**config.mk**
```make
export PLATFORM = sky130hd
export DESIGN_NAME = lane_alu
export DESIGN_NICKNAME = d
export VERILOG_FILES = /design/src/vdp_pkg.sv /design/src/lane_alu.sv
export VERILOG_INCLUDE_DIRS = /design/src /design/src/src
export SDC_FILE = /design/constraint.sdc
export NUM_CORES = 1
export LEC_CHECK = 0
export BUFFER_PORTS_ARGS = -buffer_cell sky130_fd_sc_hd__buf_4
export CAP_MARGIN = 20
export CORE_UTILIZATION = 62
export DETAILED_ROUTE_END_ITERATION = 7
export GPL_ROUTABILITY_DRIVEN = 0
export PLACE_DENSITY = 0.83
export SLEW_MARGIN = 25
export SYNTH_ARGS = -nofsm -noshare
export SYNTH_HDL_FRONTEND = slang
export SYNTH_SLANG_ARGS = --single-unit
```
**constraint.sdc**
```tcl
create_clock -name clk -period 8.85 [get_ports clk]
set_input_delay 0.4425 -clock clk [delete_from_list [all_inputs] [get_ports clk]]
set_output_delay 0.4425 -clock clk [all_outputs]
set_load 0.02 [all_outputs]
```
**src/vdp_settings.svh**
```systemverilog
`ifndef VDP_SETTINGS_SVH
`define VDP_SETTINGS_SVH

//////////////////////////////////////////////////
// Instruction format
//////////////////////////////////////////////////

// Full instruction word, upper 32 bits reserved
`define VDP_INST_WIDTH 64

// Opcode field, sits above the three address fields
`define VDP_OPC_WIDTH 8

// One address field, three of them packed at the bottom
`define VDP_ADDR_WIDTH 8

//////////////////////////////////////////////////
// Data path
//////////////////////////////////////////////////

// Memory word, also the result width
`define VDP_WORD_WIDTH 32

// Independent arithmetic lane, two per word
`define VDP_LANE_WIDTH 16

// Whole address range is backed by storage
`define VDP_MEM_DEPTH 256

`endif

```
**src/vdp_pkg.sv**
```systemverilog
`include "vdp_settings.svh"

package vdp_pkg;

    // Instruction as it arrives on the top-level port
    typedef logic [`VDP_INST_WIDTH-1:0] inst_t;

    // Memory word and ALU result
    typedef logic [`VDP_WORD_WIDTH-1:0] word_t;

    // One 16-bit lane of a word
    typedef logic [`VDP_LANE_WIDTH-1:0] lane_t;

    // Memory address, same width for read and write fields
    typedef logic [`VDP_ADDR_WIDTH-1:0] addr_t;

    //////////////////////////////////////////////////
    // Opcodes
    //////////////////////////////////////////////////

    // Encoding of instruction bits 31:24
    // Values outside this list are illegal
    typedef enum logic [`VDP_OPC_WIDTH-1:0] {
        // No operation, no strobes
        OP_NOP   = 8'd0,
        // Write external data, data follows one cycle later
        OP_STORE = 8'd1,
        // Lane-wise arithmetic on two memory words
        OP_ADD   = 8'd2,
        OP_SUB   = 8'd3,
        // Low half of each lane product
        OP_MUL   = 8'd4,
        // Lanes of read port 0 unchanged
        OP_PASS  = 8'd5
    } alu_op_e;

endpackage

```
**src/lane_alu.sv**
```systemverilog
`include "vdp_settings.svh"

module lane_alu (
    input  logic              clk,
    input  logic              arst_n,
    input  logic              rden,
    input  vdp_pkg::alu_op_e  alu_op,
    input  vdp_pkg::word_t    rdata0,
    input  vdp_pkg::word_t    rdata1,
    output vdp_pkg::word_t    result,
    output logic              result_vld
);

    // Lane geometry
    localparam int LW    = `VDP_LANE_WIDTH;
    localparam int LANES = `VDP_WORD_WIDTH / `VDP_LANE_WIDTH;

    // Operation delayed to meet the memory read data
    logic             op_vld_q;
    vdp_pkg::alu_op_e op_q;

    // Next result, all lanes
    vdp_pkg::word_t   result_d;

    // Single lane operation
    // Wrap-around arithmetic, product cut to lane width
    function automatic vdp_pkg::lane_t lane_calc(
        input vdp_pkg::alu_op_e op,
        input vdp_pkg::lane_t   a,
        input vdp_pkg::lane_t   b
    );
        vdp_pkg::lane_t res;
        case (op)
            vdp_pkg::OP_ADD:  res = a + b;
            vdp_pkg::OP_SUB:  res = a - b;
            vdp_pkg::OP_MUL:  res = a * b;
            vdp_pkg::OP_PASS: res = a;
            default:          res = '0;
        endcase
        return res;
    endfunction

    //////////////////////////////////////////////////
    // Stage 1, align with read data
    //////////////////////////////////////////////////

    always_ff @(posedge clk or negedge arst_n) begin
        if (!arst_n) begin
            op_vld_q <= 1'b0;
            op_q     <= vdp_pkg::OP_NOP;
        end else begin
            op_vld_q <= rden;
            op_q     <= alu_op;
        end
    end

    //////////////////////////////////////////////////
    // Lane compute
    //////////////////////////////////////////////////

    // Each lane on its own, no carry between lanes
    always_comb begin
        result_d = '0;
        for (int i = 0; i < LANES; i++) begin
            result_d[i*LW +: LW] = lane_calc(op_q, rdata0[i*LW +: LW], rdata1[i*LW +: LW]);
        end
    end

    //////////////////////////////////////////////////
    // Stage 2, result register
    //////////////////////////////////////////////////

    always_ff @(posedge clk or negedge arst_n) begin
        if (!arst_n) begin
            result_vld <= 1'b0;
        end else begin
            result_vld <= op_vld_q;
        end
    end

    // Last result held while idle
    always_ff @(posedge clk) begin
        if (op_vld_q) begin
            result <= result_d;
        end
    end

endmodule

```
==> flow_metrics.env <==
export IMPL_status="completed"
export IMPL_netlist_area_sq_mm=0.0118
export IMPL_yosys_top_cells_area="fa_1 (27%), ha_1 (14%), edfxtp_1 (8.1%)"
export IMPL_die_w_um=140
export IMPL_syn_area_per_cell_sq_um=8.60
export IMPL_peakVddDrop_mv=0.246
export IMPL_worstSetupPathType="in -> reg"
export IMPL_dp_slack_ps=3090
export IMPL_synth_enable_flop_cells=32
export IMPL_p_switching_mw=1.61
export IMPL_core_region_area_sq_mm=0.0187
export IMPL_grt_ovfl_total=0
export IMPL_hold_violations=0
export IMPL_setup_viol=0
export IMPL_final_nets=1805
export IMPL_end_kind="flip-flop"
export IMPL_cts_setup_buffers=0
export IMPL_tightest_slew_ps=688
export IMPL_fillers=1479
export IMPL_min_period_ps=5480
export IMPL_cts_tree="yes"
export IMPL_syn_nets=1743
export IMPL_fp_row_count=50
export IMPL_max_slew_margin_pct=53.5
export IMPL_maxCapViolCount=0
export IMPL_place_area_sq_mm=0.0127
export IMPL_synth_ff_type="edfxtp_1"
export IMPL_finalMaxSlewViolations=0
export IMPL_grt_max_degree=56
export IMPL_clk_pin_slew_worst_paths_ps=60
export IMPL_syn2layout_area_growth_pct=9.08
export IMPL_yosys_area_top_type="fa_1"
export IMPL_synthTopCellsByCount="inv_1 (240), fa_1 (162), nand2_1 (162), and2_1 (137), ha_1 (132)"
export IMPL_cts_htree_levels=2
export IMPL_pwr_share_clk_pct=6.3
export IMPL_clk_latency_ps=280
export IMPL_fin_tns_setup_ps=0
export IMPL_timing_fmax_mhz=182
export IMPL_synth_most_common_cell="inv_1"
export IMPL_wl_per_cell_um=17.9
export IMPL_globalRouteTotalUtil_pct=32.3
export IMPL_p_leak_nw=6.30
export IMPL_io_pins=108
export IMPL_setup_slack_ps=3370
export IMPL_drive_gt1_share_pct=9.40
export IMPL_drt_iter0_drc=746
export IMPL_holdCritPathClass="in -> reg"
export IMPL_async_flop_share_pct=23.8
export IMPL_synth_seq_cells=42
export IMPL_p_seq_share_pct=7.0
export IMPL_ant_nets=0
export IMPL_drt_wl_total_um=29900
export IMPL_firstDrtPassIters=6
export IMPL_root_buffer="clkbuf_16"
export IMPL_die_area_sq_mm=0.0196
export IMPL_dr_total_vias=9851
export IMPL_portBuffers=107
export IMPL_p_comb_share_pct=86.7
export IMPL_skew_ps=3.03
export IMPL_syn_inst=1374
export IMPL_grt_pass1_wl_um=50300
export IMPL_design_area_sq_mm=0.0129
export IMPL_diodes=0
export IMPL_seq_area_frac_synth_pct=10.2
export IMPL_cp_arrival_ps=5490
export IMPL_die_h_um=140
export IMPL_finalCritPeriodShare_pct=61.9
export IMPL_hold_slack_ps=262
export IMPL_startpoint_type="input port"
export IMPL_required_ps=8860
export IMPL_cp_max_fo=15
export IMPL_post_route_drc_count=0
export IMPL_grt_pass1_vias=10100
export IMPL_pwr_density_cell_mw_per_mm2=251
export IMPL_swShare_pct=49.8
export IMPL_routed_via_density=5.90
export IMPL_synth_cell_type_count=63
export IMPL_start_util_pct=63.2
export IMPL_yosys_warnings=0
export IMPL_power_internal_mw=1.62
export IMPL_cts_buffers=5
export IMPL_clock_sinks=42
export IMPL_cts_path_max_buffers=2
export IMPL_dpl_hpwl_um=23300
export IMPL_antenna_found_initial=0
export IMPL_rsz0062_at_grt="false"
export IMPL_yosysTopAreaCellShare_pct=27.4
[metrics by stage]
step / cells / util [%] / power (mW)
6_report: 1670 / 68.9 / 3.23
5_1_grt: 1670 / 68.9 / 3.64
4_1_cts: 1669 / 68.9 / 3.21
3_5_place_dp: 1661 / 68.0 / 2.98
3_3_place_gp: 1661 / 68.0 / 2.91
2_1_floorplan: 1374 / - / 2.43
[path summary, 6_finish.rpt]
path                                start    endpoint  slack [ps]  cells past startpoint
worst max register to register    op_q[6]  result[29]        3920                     14
min in group asynchronous          arst_n    op_vld_q         510                      2
worst min-delay path                 rden    op_vld_q         260                      1
worst min register to register   op_vld_q  result_vld         450                      0
max in group asynchronous          arst_n     op_q[0]        8190                      2
worst max-delay path            rdata1[4]  result[12]        3370                     20
[cells in the final DEF, fill, tap and decap left out, types with 35 or more instances in the layout]
cell type  count
fa_1         162
xnor2_1       80
and2_1       137
nand2_1      162
buf_4        111
inv_1        240
xor2_1        46
nor2_1        45
ha_1         132
a21oi_1       35
[power by group through the flow]
stage / sequential [mW] / clock, mW / combinational [mW]
final: 0.225 / 0.204 / 2.80
after global routing: 0.226 / 0.215 / 3.20
after CTS: 0.225 / 0.206 / 2.78
after detailed placement: 0.229 / 0 / 2.75
after global placement: 0.229 / 0 / 2.68
after floorplan: 0.238 / 0 / 2.19
[final cells by class]
cell class	count	area [sq um]	share of cell area [%]
Multi-Input combinational cell	1034	9470	73.5
Sequential cell	42	1210	9.41
Inverter	240	901	6.99
Timing Repair Buffer	113	855	6.63
Tap cell	234	293	2.27
Clock buffer	5	125	0.971
Clock inverter	2	33.8	0.262
[sequential cells by signal (all words and copies together) (netlist names)]
name        cells
result         32
op_vld_q        1
op_q            8
result_vld      1
[layer usage]
| metal | share of wire [%] | global-route usage [%] |
|---|---|---|
| met5 | 0 | 0 |
| met3 | 8.6 | 5.06 |
| met4 | 2.9 | 10.6 |
| met2 | 47 | 52.3 |
| met1 | 42 | 44.5 |
[timing repair]
action,in CTS,in global routing
hold buffers,1,0
resized for setup,0,0
endpoints found under the hold margin,10,0
[cells by family (layout without fill, tap and decap cells)]
logic type      Yosys count  after routing  share of synthesized area (%)
simple gates            435            435                           18.9
buf+inv                 298            360                           9.60
compound gates          166            166                           9.33
xor+xnor                127            127                           9.53
flops                    42             42                           10.2
mux                      12             12                           1.02
fa+ha+maj               294            294                           41.4
[critical path, cell delays in order]
cell	delay [ps]
buf_4	170
and2_1	190
fa_1	540
inv_1	50
fa_1	450
fa_1	490
fa_1	550
inv_1	50
fa_1	470
inv_1	50
fa_1	490
inv_1	40
ha_1	340
and3_1	180
a21oi_1	190
o211ai_1	160
or2_2	310
nand3b_1	80
a21boi_0	160
o21ai_0	90
Note: power is estimated with default switching activity, not from simulation.
