[config.mk]
export PLATFORM = sky130hd
export DESIGN_NAME = inst_decode
export DESIGN_NICKNAME = d
export VERILOG_FILES = /design/src/vdp_pkg.sv /design/src/inst_decode.sv
export VERILOG_INCLUDE_DIRS = /design/src /design/src/src
export SDC_FILE = /design/constraint.sdc
export NUM_CORES = 1
export LEC_CHECK = 0
export BUFFER_PORTS_ARGS = -buffer_cell sky130_fd_sc_hd__buf_2
export CORE_AREA = 4 4 48 50
export CTS_BUF_LIST = sky130_fd_sc_hd__clkbuf_8
export CTS_CLUSTER_SIZE = 25
export DETAILED_ROUTE_END_ITERATION = 8
export DIE_AREA = 0 0 52 54
export PLACE_DENSITY_LB_ADDON = 0.15
export SYNTH_ARGS = -nofsm -noshare
export SYNTH_HDL_FRONTEND = slang
export SYNTH_SLANG_ARGS = --single-unit
[constraint.sdc]
create_clock -name clk -period 2.05 [get_ports clk]
set_clock_uncertainty 0.2 [all_clocks]
set_input_delay 0.41 -clock clk [delete_from_list [all_inputs] [get_ports clk]]
set_output_delay 0.41 -clock clk [all_outputs]
set_load 0.02 [all_outputs]
[src/vdp_settings.svh]
`ifndef VDP_SETTINGS_SVH
`define VDP_SETTINGS_SVH

//////////////////////////////////////////////////
// Instruction format
//////////////////////////////////////////////////

// Full instruction word, upper 32 bits reserved
`define VDP_INST_WIDTH 64

// Opcode field, sits above the three address fields
`define VDP_OPC_WIDTH 8

// One address field, three of them packed at the bottom
`define VDP_ADDR_WIDTH 8

//////////////////////////////////////////////////
// Data path
//////////////////////////////////////////////////

// Memory word, also the result width
`define VDP_WORD_WIDTH 32

// Independent arithmetic lane, two per word
`define VDP_LANE_WIDTH 16

// Whole address range is backed by storage
`define VDP_MEM_DEPTH 256

`endif

[src/vdp_pkg.sv]
`include "vdp_settings.svh"

package vdp_pkg;

    // Instruction as it arrives on the top-level port
    typedef logic [`VDP_INST_WIDTH-1:0] inst_t;

    // Memory word and ALU result
    typedef logic [`VDP_WORD_WIDTH-1:0] word_t;

    // One 16-bit lane of a word
    typedef logic [`VDP_LANE_WIDTH-1:0] lane_t;

    // Memory address, same width for read and write fields
    typedef logic [`VDP_ADDR_WIDTH-1:0] addr_t;

    //////////////////////////////////////////////////
    // Opcodes
    //////////////////////////////////////////////////

    // Encoding of instruction bits 31:24
    // Values outside this list are illegal
    typedef enum logic [`VDP_OPC_WIDTH-1:0] {
        // No operation, no strobes
        OP_NOP   = 8'd0,
        // Write external data, data follows one cycle later
        OP_STORE = 8'd1,
        // Lane-wise arithmetic on two memory words
        OP_ADD   = 8'd2,
        OP_SUB   = 8'd3,
        // Low half of each lane product
        OP_MUL   = 8'd4,
        // Lanes of read port 0 unchanged
        OP_PASS  = 8'd5
    } alu_op_e;

endpackage

[src/inst_decode.sv]
`include "vdp_settings.svh"

module inst_decode (
    input  logic              clk,
    input  logic              arst_n,
    input  vdp_pkg::inst_t    inst,
    input  logic              inst_vld,
    output logic              wren,
    output logic              rden,
    output vdp_pkg::addr_t    waddr,
    output vdp_pkg::addr_t    raddr0,
    output vdp_pkg::addr_t    raddr1,
    output vdp_pkg::alu_op_e  alu_op,
    output logic              illegal
);

    // Field boundaries inside the instruction
    localparam int AW      = `VDP_ADDR_WIDTH;
    localparam int OPC_LSB = 3 * `VDP_ADDR_WIDTH;

    // Raw opcode bits
    logic [`VDP_OPC_WIDTH-1:0] opc_raw;
    // Opcode as enum, may hold an unlisted value
    vdp_pkg::alu_op_e          opc;
    // Opcode is one of the listed operations
    logic                      opc_legal;
    // Operation needs both read ports
    logic                      opc_reads;

    //////////////////////////////////////////////////
    // Field extraction
    //////////////////////////////////////////////////

    // Second read address at the bottom
    assign raddr1  = inst[AW-1:0];
    assign raddr0  = inst[2*AW-1:AW];
    assign waddr   = inst[3*AW-1:2*AW];
    assign opc_raw = inst[OPC_LSB +: `VDP_OPC_WIDTH];
    assign opc     = vdp_pkg::alu_op_e'(opc_raw);

    //////////////////////////////////////////////////
    // Opcode classification
    //////////////////////////////////////////////////

    always_comb begin
        opc_legal = 1'b1;
        opc_reads = 1'b0;
        case (opc)
            vdp_pkg::OP_NOP,
            vdp_pkg::OP_STORE: opc_reads = 1'b0;
            vdp_pkg::OP_ADD,
            vdp_pkg::OP_SUB,
            vdp_pkg::OP_MUL,
            vdp_pkg::OP_PASS:  opc_reads = 1'b1;
            default:           opc_legal = 1'b0;
        endcase
    end

    // Strobes only for valid instructions
    assign wren = inst_vld && (opc == vdp_pkg::OP_STORE);
    assign rden = inst_vld && opc_reads;

    // Unlisted opcodes reach the ALU as NOP
    assign alu_op = opc_legal ? opc : vdp_pkg::OP_NOP;

    // One-cycle strobe per illegal instruction
    always_ff @(posedge clk or negedge arst_n) begin
        if (!arst_n) begin
            illegal <= 1'b0;
        end else begin
            illegal <= inst_vld && !opc_legal;
        end
    end

endmodule

==> metrics, run 1 <==
status finished, violations left; failing checks setup timing; unrepaired setup endpoints after global routing yes; #FFs+latches synth 1; Worst-path clk slew 0 ns; die width 52 µm; count of final setup violators 5; share of layout cells above drive strength 1 68.57%; top flop regs illegal x1; Top reg by flops illegal; Clock Power Share 0%; drt drc 0; Area after DPL 299.0 µm²; vias per cell 3.452; share of the yosys chip area belonging to registers ~6.8%; Layout Nets about 100; io pins 102; Psw 0.00002503 W; diode count 0; antenna-violating nets left 0; worst min-delay path class in -> reg; Yosys warnings 0; Starting Density around a fifth; vias in the first global route 212; Vias 214; critical path arrival 1.54 ns; Final Hold Fails 0; critical setup path kind in -> out; Period minus WS final 2.154 ns; LEAKAGE 0.1456 nW; Int Pwr 0.00004048 W; global-route usage over all layers 3.984%; PnR Total Power 0.00006551 W; Crit. End Element output pin; IO Port Bufs 16; post-synth cell types 11; Req. time, crit path approximately 1.4 ns; number of core rows 16; sequential share of power 32.6%; fin area 332.8 µm²; largest net degree at the start of global routing 7; Final Wtd Congestion 0.5959; Synth-to-Final Area Change -9.831%; setup TNS -0.4675 ns; DR pass1 iterations 1; max FFs per register 1; crit-path max FO 6; core box area 1902 µm²; combinational share of power 67.4%; Detailed Route WL 627 µm; 1st-iter DRT viols 0; Worst VDD drop between 0.08 and 0.09 mV; pwr/cell area 196.8 nW/µm²; Synth Cell Area around 370 µm²; final slew viol count 0; Tcrit/Tclk final 105.1%; Post-Synthesis Cells 42; switch share 38.21%; Avg WL per Cell roughly 10 µm; initial antenna violation count 0; die height 54 µm; Post-Synthesis Mean Instance Area approximately 8.8 µm²; first-pass GRT wire length just under 900 µm; Startpoint Class input pin; Fmax 0.4642 GHz; Die Area about 2800 µm²; max-cap violation count 0; Setup WS post-layout -0.1043 ns; remaining global-route overflow 0
[per-stage QoR]
stage          hold WS (ns)  util (%)  setup slack (ns)  std cells
2_1_floorplan      -0.08559         -          -0.09933         46
3_3_place_gp       -0.01467     15.72           -0.1513         60
3_5_place_dp       -0.01276     15.72           -0.1469         60
4_1_cts              0.4673     17.11           -0.1287         61
5_1_grt              0.4786     17.50           -0.1380         62
6_report             0.4628     17.50           -0.1043         62
[worst paths after layout]
check	start	end	slack, ns	cells after the start
min	inst_vld	illegal	0.46	2
max in group asynchronous	arst_n	illegal	1.04	2
max	inst[29]	alu_op[1]	-0.10	4
min in group asynchronous	arst_n	illegal	0.53	2
[area by class of cell]
cell class	instances	area [µm²]
fillers	218	1569
multi-input cells	15	152.6
flip-flops and latches	1	25.02
well taps	27	33.78
repair buffers	19	121.4
[Yosys cell counts (all sizes together)]
master | number | area [µm²]
or4 | 1 | 11.26
conb | 1 | 3.750
buf | 30 | 229.0
nor4b | 4 | 60.06
xnor2 | 1 | 8.760
o31a | 1 | 8.760
and2 | 1 | 6.260
nor3 | 1 | 5.000
dfrtp | 1 | 25.02
or4bb | 1 | 11.26
[layout by cell type, fill, tap and decap left out]
master	instances
buf_2	11
buf_4	6
conb_1	5
nor4b_4	2
nor4b_2	2
or4_4	1
and2_1	1
or4bb_1	1
nor3_2	1
xnor2_1	1
o31a_1	1
dlygate4sd3_1	1
dfrtp_1	1
buf_6	1
[cells by family (layout without fill, tap and decap cells)]
group | count (synthesis) | count (layout) | share of synthesized area, %
AOI/OAI and AO/OA | 1 | 1 | 2.373
and+or+nand+nor | 8 | 8 | 25.42
DFF | 1 | 1 | 6.779
other | 1 | 5 | 1.016
buffers and inverters | 30 | 19 | 62.03
xor gates and xnor gates | 1 | 1 | 2.373
[repair_timing]
item                                    4_1_cts  5_1_grt
resized for setup                             5        0
pin swaps                                     1        1
setup buffers                                 0        1
hold buffers                                  1        0
endpoints found under the setup margin        5        5
endpoints found under the hold margin         1        0
[layer usage]
layer | vias to the layer above | global-route usage [%] | share of wire (%)
met5 | - | 0 | 0
met2 | 26 | 5.439 | 36
met1 | 97 | 5.357 | 42
met3 | 0 | 2.493 | 22
li1 | 91 | - | -
met4 | 0 | 0.4367 | 0
[critical path, cell delays in order]
cell and delay [ns]:
buf_6 0.09, or4_4 0.60, nor4b_2 0.27, buf_4 0.18
[power groups by stage]
stage | Combinational [W] | Sequential, W | Clock [W]
detailed placement | 0.0000407 | 0.0000214 | 0
CTS | 0.0000435 | 0.0000214 | 0
global route | 0.0000479 | 0.0000214 | 0
global placement | 0.0000410 | 0.0000214 | 0
floorplan | 0.0000963 | 0.0000230 | 0
finish | 0.0000442 | 0.0000214 | 0
Note: power is estimated with default switching activity, not from simulation.
==> inputs of run 2 (changes only) <==
--- a/config.mk
+++ b/config.mk
@@ -13,6 +13,7 @@
 export DETAILED_ROUTE_END_ITERATION = 8
 export DIE_AREA = 0 0 52 54
 export PLACE_DENSITY_LB_ADDON = 0.15
+export SETUP_SLACK_MARGIN = 0.15
 export SYNTH_ARGS = -nofsm -noshare
 export SYNTH_HDL_FRONTEND = slang
 export SYNTH_SLANG_ARGS = --single-unit
==> metrics, run 2 (synthesis results as in run 1) <==
status finished, violations left; failing checks setup timing; number of core rows 16 (unchanged); io pins 102 (unchanged); core box area 1902 µm² (unchanged); hold_ws 0.4646 ns (+0.001883 ns); DR pass1 iterations 2 (+1); Period minus WS final 2.169 ns (+0.01514 ns); die width 52 µm (unchanged); Worst Path Buf+Inv 2 (unchanged); first-pass GRT wire length 931 µm (+5.4%); Top reg by flops illegal; max FFs per register 1 (unchanged); Worst VDD drop 0.07043 mV (-13%); final slew viol count 0 (unchanged); remaining global-route overflow 0 (unchanged); commonest non-fill, non-tap cells in the layout buf_2 (10), buf_4 (6), conb_1 (5); crit path cell chain buf_6 -> or4_4 -> nor4b_4 -> buf_4; Vias 206 (-3.7%); max-cap violation count 0 (unchanged); vias per cell 3.270 (-5.3%); Fmax 0.4610 GHz (-0.70%); diode count 0 (unchanged); Worst-path clk slew 0 ns (unchanged); global-route usage over all layers 4.157% (+0.17 points); HPWL Detailed 533 µm; LEAKAGE 0.1722 nW (+18%); die height 54 µm (unchanged); 1st-iter DRT viols 1 (+1); Die Area 2808 µm² (unchanged); crit-path max FO 5 (-1); Largest delay share family, worst path simple AND/OR/NAND/NOR gates; Synth-to-Final Area Change 1.356%; Reg area 25.02 µm² (unchanged); utilization after layout 19.67% (+2.2 points); Detailed Route WL 643 µm (+2.6%); Startpoint Class input pin; Final Hold Fails 0 (unchanged); most common cell after layout, fill and taps aside buf_2; Slowest-stage cell, CP or4_4; initial antenna violation count 0 (unchanged); Tcrit/Tclk final 105.8% (+0.74 points); antenna-violating nets left 0 (unchanged); Layout Nets 105 (+0.96%); delay of the slowest critical-path stage 0.62 ns (+0.02 ns); largest net degree at the start of global routing 7 (unchanged); Fillers 216 (-0.92%); Final Wtd Congestion 0.6165 (+3.5%); Multi-input gate area 176.4 µm² (+16%); critical setup path kind in -> out; share of layout cells above drive strength 1 69.44% (+0.87 points); Avg WL per Cell 10.21 µm (+0.92%); Place WS -0.1674 ns (-0.02050 ns); Crit. End Element output pin; IO Port Bufs 16 (unchanged); worst min-delay path class in -> reg; Setup WS post-layout -0.1194 ns (-0.01514 ns); Req. time, crit path 1.44 ns (about the same); top flop regs illegal x1; vias in the first global route 193 (-9.0%); unrepaired setup endpoints after global routing yes; count of final setup violators 5 (unchanged); pwr/cell area 192.4 nW/µm² (-2.2%); critical path arrival 1.56 ns (+0.02 ns); Starting Density 19.41% (unchanged); drt drc 0 (unchanged); setup TNS -0.4906 ns (-0.02313 ns)
run 2: worst paths after layout:
path                       slack (ns)   endpoint      from  depth (start not counted)
max                             -0.12  alu_op[0]  inst[30]                          4
min                              0.46    illegal  inst_vld                          2
max in group asynchronous        1.05    illegal    arst_n                          2
min in group asynchronous        0.52    illegal    arst_n                          2
run 2: report_power, final:
part | switching, W | internal, W
combinational | 0.0000285 | 0.0000221
clock | 0 | 0
sequential | 0.000000210 | 0.0000212
total | 0.0000287 | 0.0000433
run 2: per-layer routing:
metal | GRT usage, % | part of all wire, % | vias up
li1 | - | - | 93
met1 | 5.844 | 39 | 97
met2 | 6.067 | 39 | 16
met3 | 1.662 | 22 | 0
met4 | 0.4367 | 0 | 0
met5 | 0 | 0 | -
run 2: layout make-up:
type / instances / share of cell area, %
multi-input combinational: 15 / 47.16
sequential: 1 / 6.689
tap: 27 / 9.030
timing repair buffer: 20 / 37.12
run 2: repair_timing:
| item | 4_1_cts | 5_1_grt |
|---|---|---|
| hold buffers | 1 | 0 |
| endpoints found under the hold margin | 1 | 0 |
| buffers inserted | 1 | 0 |
| endpoints found under the setup margin | 5 | 6 |
| pin swaps | 3 | 1 |
| resized for setup | 6 | 3 |
run 2: metrics by stage:
stage	cells	area [µm²]	power, W
after floorplan	46	424.2	0.0001215
after detailed placement	61	324.1	0.00006727
final	63	374.1	0.00007199
after CTS	63	360.3	0.00007108
after global routing	63	374.1	0.00007627
after global placement	61	324.1	0.00006769
==> inputs of run 3 (changes only) <==
--- a/config.mk
+++ b/config.mk
@@ -6,12 +6,13 @@
 export SDC_FILE = /design/constraint.sdc
 export NUM_CORES = 1
 export LEC_CHECK = 0
+export ABC_AREA = 1
 export BUFFER_PORTS_ARGS = -buffer_cell sky130_fd_sc_hd__buf_2
-export CORE_AREA = 4 4 48 50
+export CORE_AREA = 4 4 50 52
 export CTS_BUF_LIST = sky130_fd_sc_hd__clkbuf_8
 export CTS_CLUSTER_SIZE = 25
 export DETAILED_ROUTE_END_ITERATION = 8
-export DIE_AREA = 0 0 52 54
+export DIE_AREA = 0 0 54 56
 export PLACE_DENSITY_LB_ADDON = 0.15
 export SETUP_SLACK_MARGIN = 0.15
 export SYNTH_ARGS = -nofsm -noshare
==> constraint.sdc (replaced) <==
create_clock -name clk -period 1.8 [get_ports clk]
set_clock_uncertainty 0.2 [all_clocks]
set_input_delay 0.36 -clock clk [delete_from_list [all_inputs] [get_ports clk]]
set_output_delay 0.36 -clock clk [all_outputs]
set_load 0.02 [all_outputs]
==> metrics, run 3 <==
top cells by area, synth buf_4 (65%), nor2_1 (9.0%), dfrtp_1 (7.5%); Psw 0.00003083 W (+7.5%); io pins 102 (unchanged); Final Wtd Congestion 0.5809 (-5.8%); Starting Density 15.92% (-3.5 points); Layout Nets 112 (+6.7%); die width 54 µm (+3.8%); remaining global-route overflow 0 (unchanged); 1st-iter DRT viols 0 (-1); Avg WL per Cell 8.620 µm (-16%); postcts setup bufs 0 (-1); Final Hold Fails 0 (unchanged); Worst-path clk slew 0 ns (unchanged); unrepaired setup endpoints after global routing yes; delay of the slowest critical-path stage 0.12 ns (-0.50 ns); Fmax 0.6236 GHz; most frequent cells after synthesis buf_4 (29), nor2_1 (8), nand2_1 (4), inv_1 (3), nor2_2 (2); HP Start inst_vld; max FFs per register 1 (unchanged); first-pass GRT wire length 731 µm (-21%); Period minus WS final 1.604 ns; most frequent cell after synthesis buf_4; HPWL Detailed 492 µm (-7.7%); Crit. End Element output pin; Clock Power Share 0% (unchanged); share of layout cells above drive strength 1 60.47% (-9.0 points); hold path depth 3 (+1); antenna-violating nets left 0 (unchanged); commonest non-fill, non-tap cells in the layout buf_2 (9), buf_6 (6), nor2_4 (5), conb_1 (5); WP depth 7 (+3); combinational share of power 69.4% (-0.9 points); core box area 2106 µm² (+11%); Req. time, crit path 1.24 ns (-0.20 ns); count of final setup violators 0 (-5); die height 56 µm (+3.7%); Synth Cell Area 335.3 µm² (-9.2%); Worst Path Buf+Inv 2 (unchanged); vias per cell 2.972 (-9.1%); share of the yosys chip area belonging to registers 7.463% (+0.68 points); Largest delay share family, worst path simple AND/OR/NAND/NOR gates; crit path cell chain buf_6 -> nor2_4 -> nand2_4 -> nor2_4 -> nor2_1 -> nor2_2 -> buf_6; Post-Synthesis Mean Instance Area 6.575 µm² (-25%); global-route usage over all layers 2.880% (-1.3 points); setup TNS 0 ns (+0.4906 ns); initial antenna violation count 0 (unchanged); vias in the first global route 183 (-5.2%); Vias 211 (+2.4%); Detailed Route WL 612 µm (-4.8%); final slew viol count 0 (unchanged); worst min-delay path class in -> reg; number of core rows 17 (+1); top flop regs illegal x1; Slowest-stage cell, CP buf_6; largest net degree at the start of global routing 5 (-2); max-cap violation count 0 (unchanged); Post-Synthesis Cells 51 (+21%); post-synth cell types 10 (-1); Synth async-reset ratio 100.0% (unchanged); top_reg_cell synth dfrtp_1; #FFs+latches synth 1 (unchanged); Worst Setup SP inst[28]; IO Port Bufs 16 (unchanged); diode count 0 (unchanged); Synth-to-Final Area Change 4.477%; Yosys warnings 0 (unchanged); drt drc 0 (unchanged); Int Pwr 0.00004876 W (+13%); critical setup path kind in -> out; Tcrit/Tclk final between 80% and 90%; crit-path max FO 4 (-1); Die Area 3024 µm² (+7.7%); Top reg by flops illegal; most common cell after layout, fill and taps aside buf_2; PnR Total Power 0.00007959 W (+11%); LEAKAGE 0.1682 nW (-2.3%); Startpoint Class input pin; area share of the largest cell type after synthesis 64.93% (+5.9 points); Synth area leader buf_4; switch share 38.73% (-1.1 points); critical path arrival 1.04 ns (-0.52 ns); DR pass1 iterations 1 (-1); Post-synth EDFFs 0 (unchanged); Worst VDD drop 0.08699 mV (+24%); sequential share of power 30.6% (+0.9 points); pwr/cell area 227.2 nW/µm² (+18%); status complete, no violations
[run 3: worst paths after layout]
| path | endpoint | slack [ns] |
|---|---|---|
| worst max-delay path | rden | 0.20 |
| worst min-delay path | illegal | 0.45 |
| max in group asynchronous | illegal | 0.85 |
| min in group asynchronous | illegal | 0.47 |
[run 3: per-stage QoR]
step                instances  util, %  setup WS [ns]  instance area (µm²)  hold slack (ns)
CTS                        71    12.60         0.1660                265.3           0.4536
detailed placement         70    11.88         0.1455                250.2         -0.06408
finish                     71    16.64         0.1964                350.3           0.4470
global placement           70    11.88         0.1254                250.2         -0.06367
global route               71    16.64         0.1336                350.3           0.4757
floorplan                  55        -         0.1537                352.8          -0.1356
[run 3: area by class of cell]
type,count,area [µm²]
inverter,3,11.26
multi-input combinational,22,141.4
timing repair buffer,17,137.6
sequential,1,25.02
tap,28,35.03
fill,239,1755
[run 3: power by group through the flow]
stage          clock, W  combinational (W)  sequential (W)
2_1_floorplan         0           0.000105       0.0000262
3_3_place_gp          0          0.0000360       0.0000243
3_5_place_dp          0          0.0000359       0.0000244
4_1_cts               0          0.0000378       0.0000244
5_1_grt               0          0.0000591       0.0000245
6_report              0          0.0000552       0.0000244
[run 3: worst min-delay path, delay by kind of cell]
kind | cells | cell delay, ns
and+or+nand+nor | 1 | 0.10
buffers and inverters | 2 | 0.13
[run 3: what timing repair did]
item / in CTS / in global routing
gates cloned: 0 / 0
hold buffers: 1 / 0
pin swaps: 0 / 11
endpoints found under the setup margin: 2 / 3
resized for setup: 2 / 19
hold endpoints to repair: 1 / 0
[run 3: cells by family (layout without fill, tap and decap cells)]
family / count (synthesis) / in the layout / synth area share (%)
buffers and inverters: 32 / 20 / 68.28
and+or+nand+nor: 16 / 16 / 20.52
other: 1 / 5 / 1.118
DFF: 1 / 1 / 7.461
AOI/OAI and AO/OA: 1 / 1 / 2.612
[run 3: metal layers]
metal  global-route usage [%]  up-vias  routed length (µm)
met5                        0        -                   0
met4                    2.491        0                  20
met3                    1.340        6                 159
met2                    4.844       19                 261
met1                    2.381       84                 170
li1                         -      102                   -
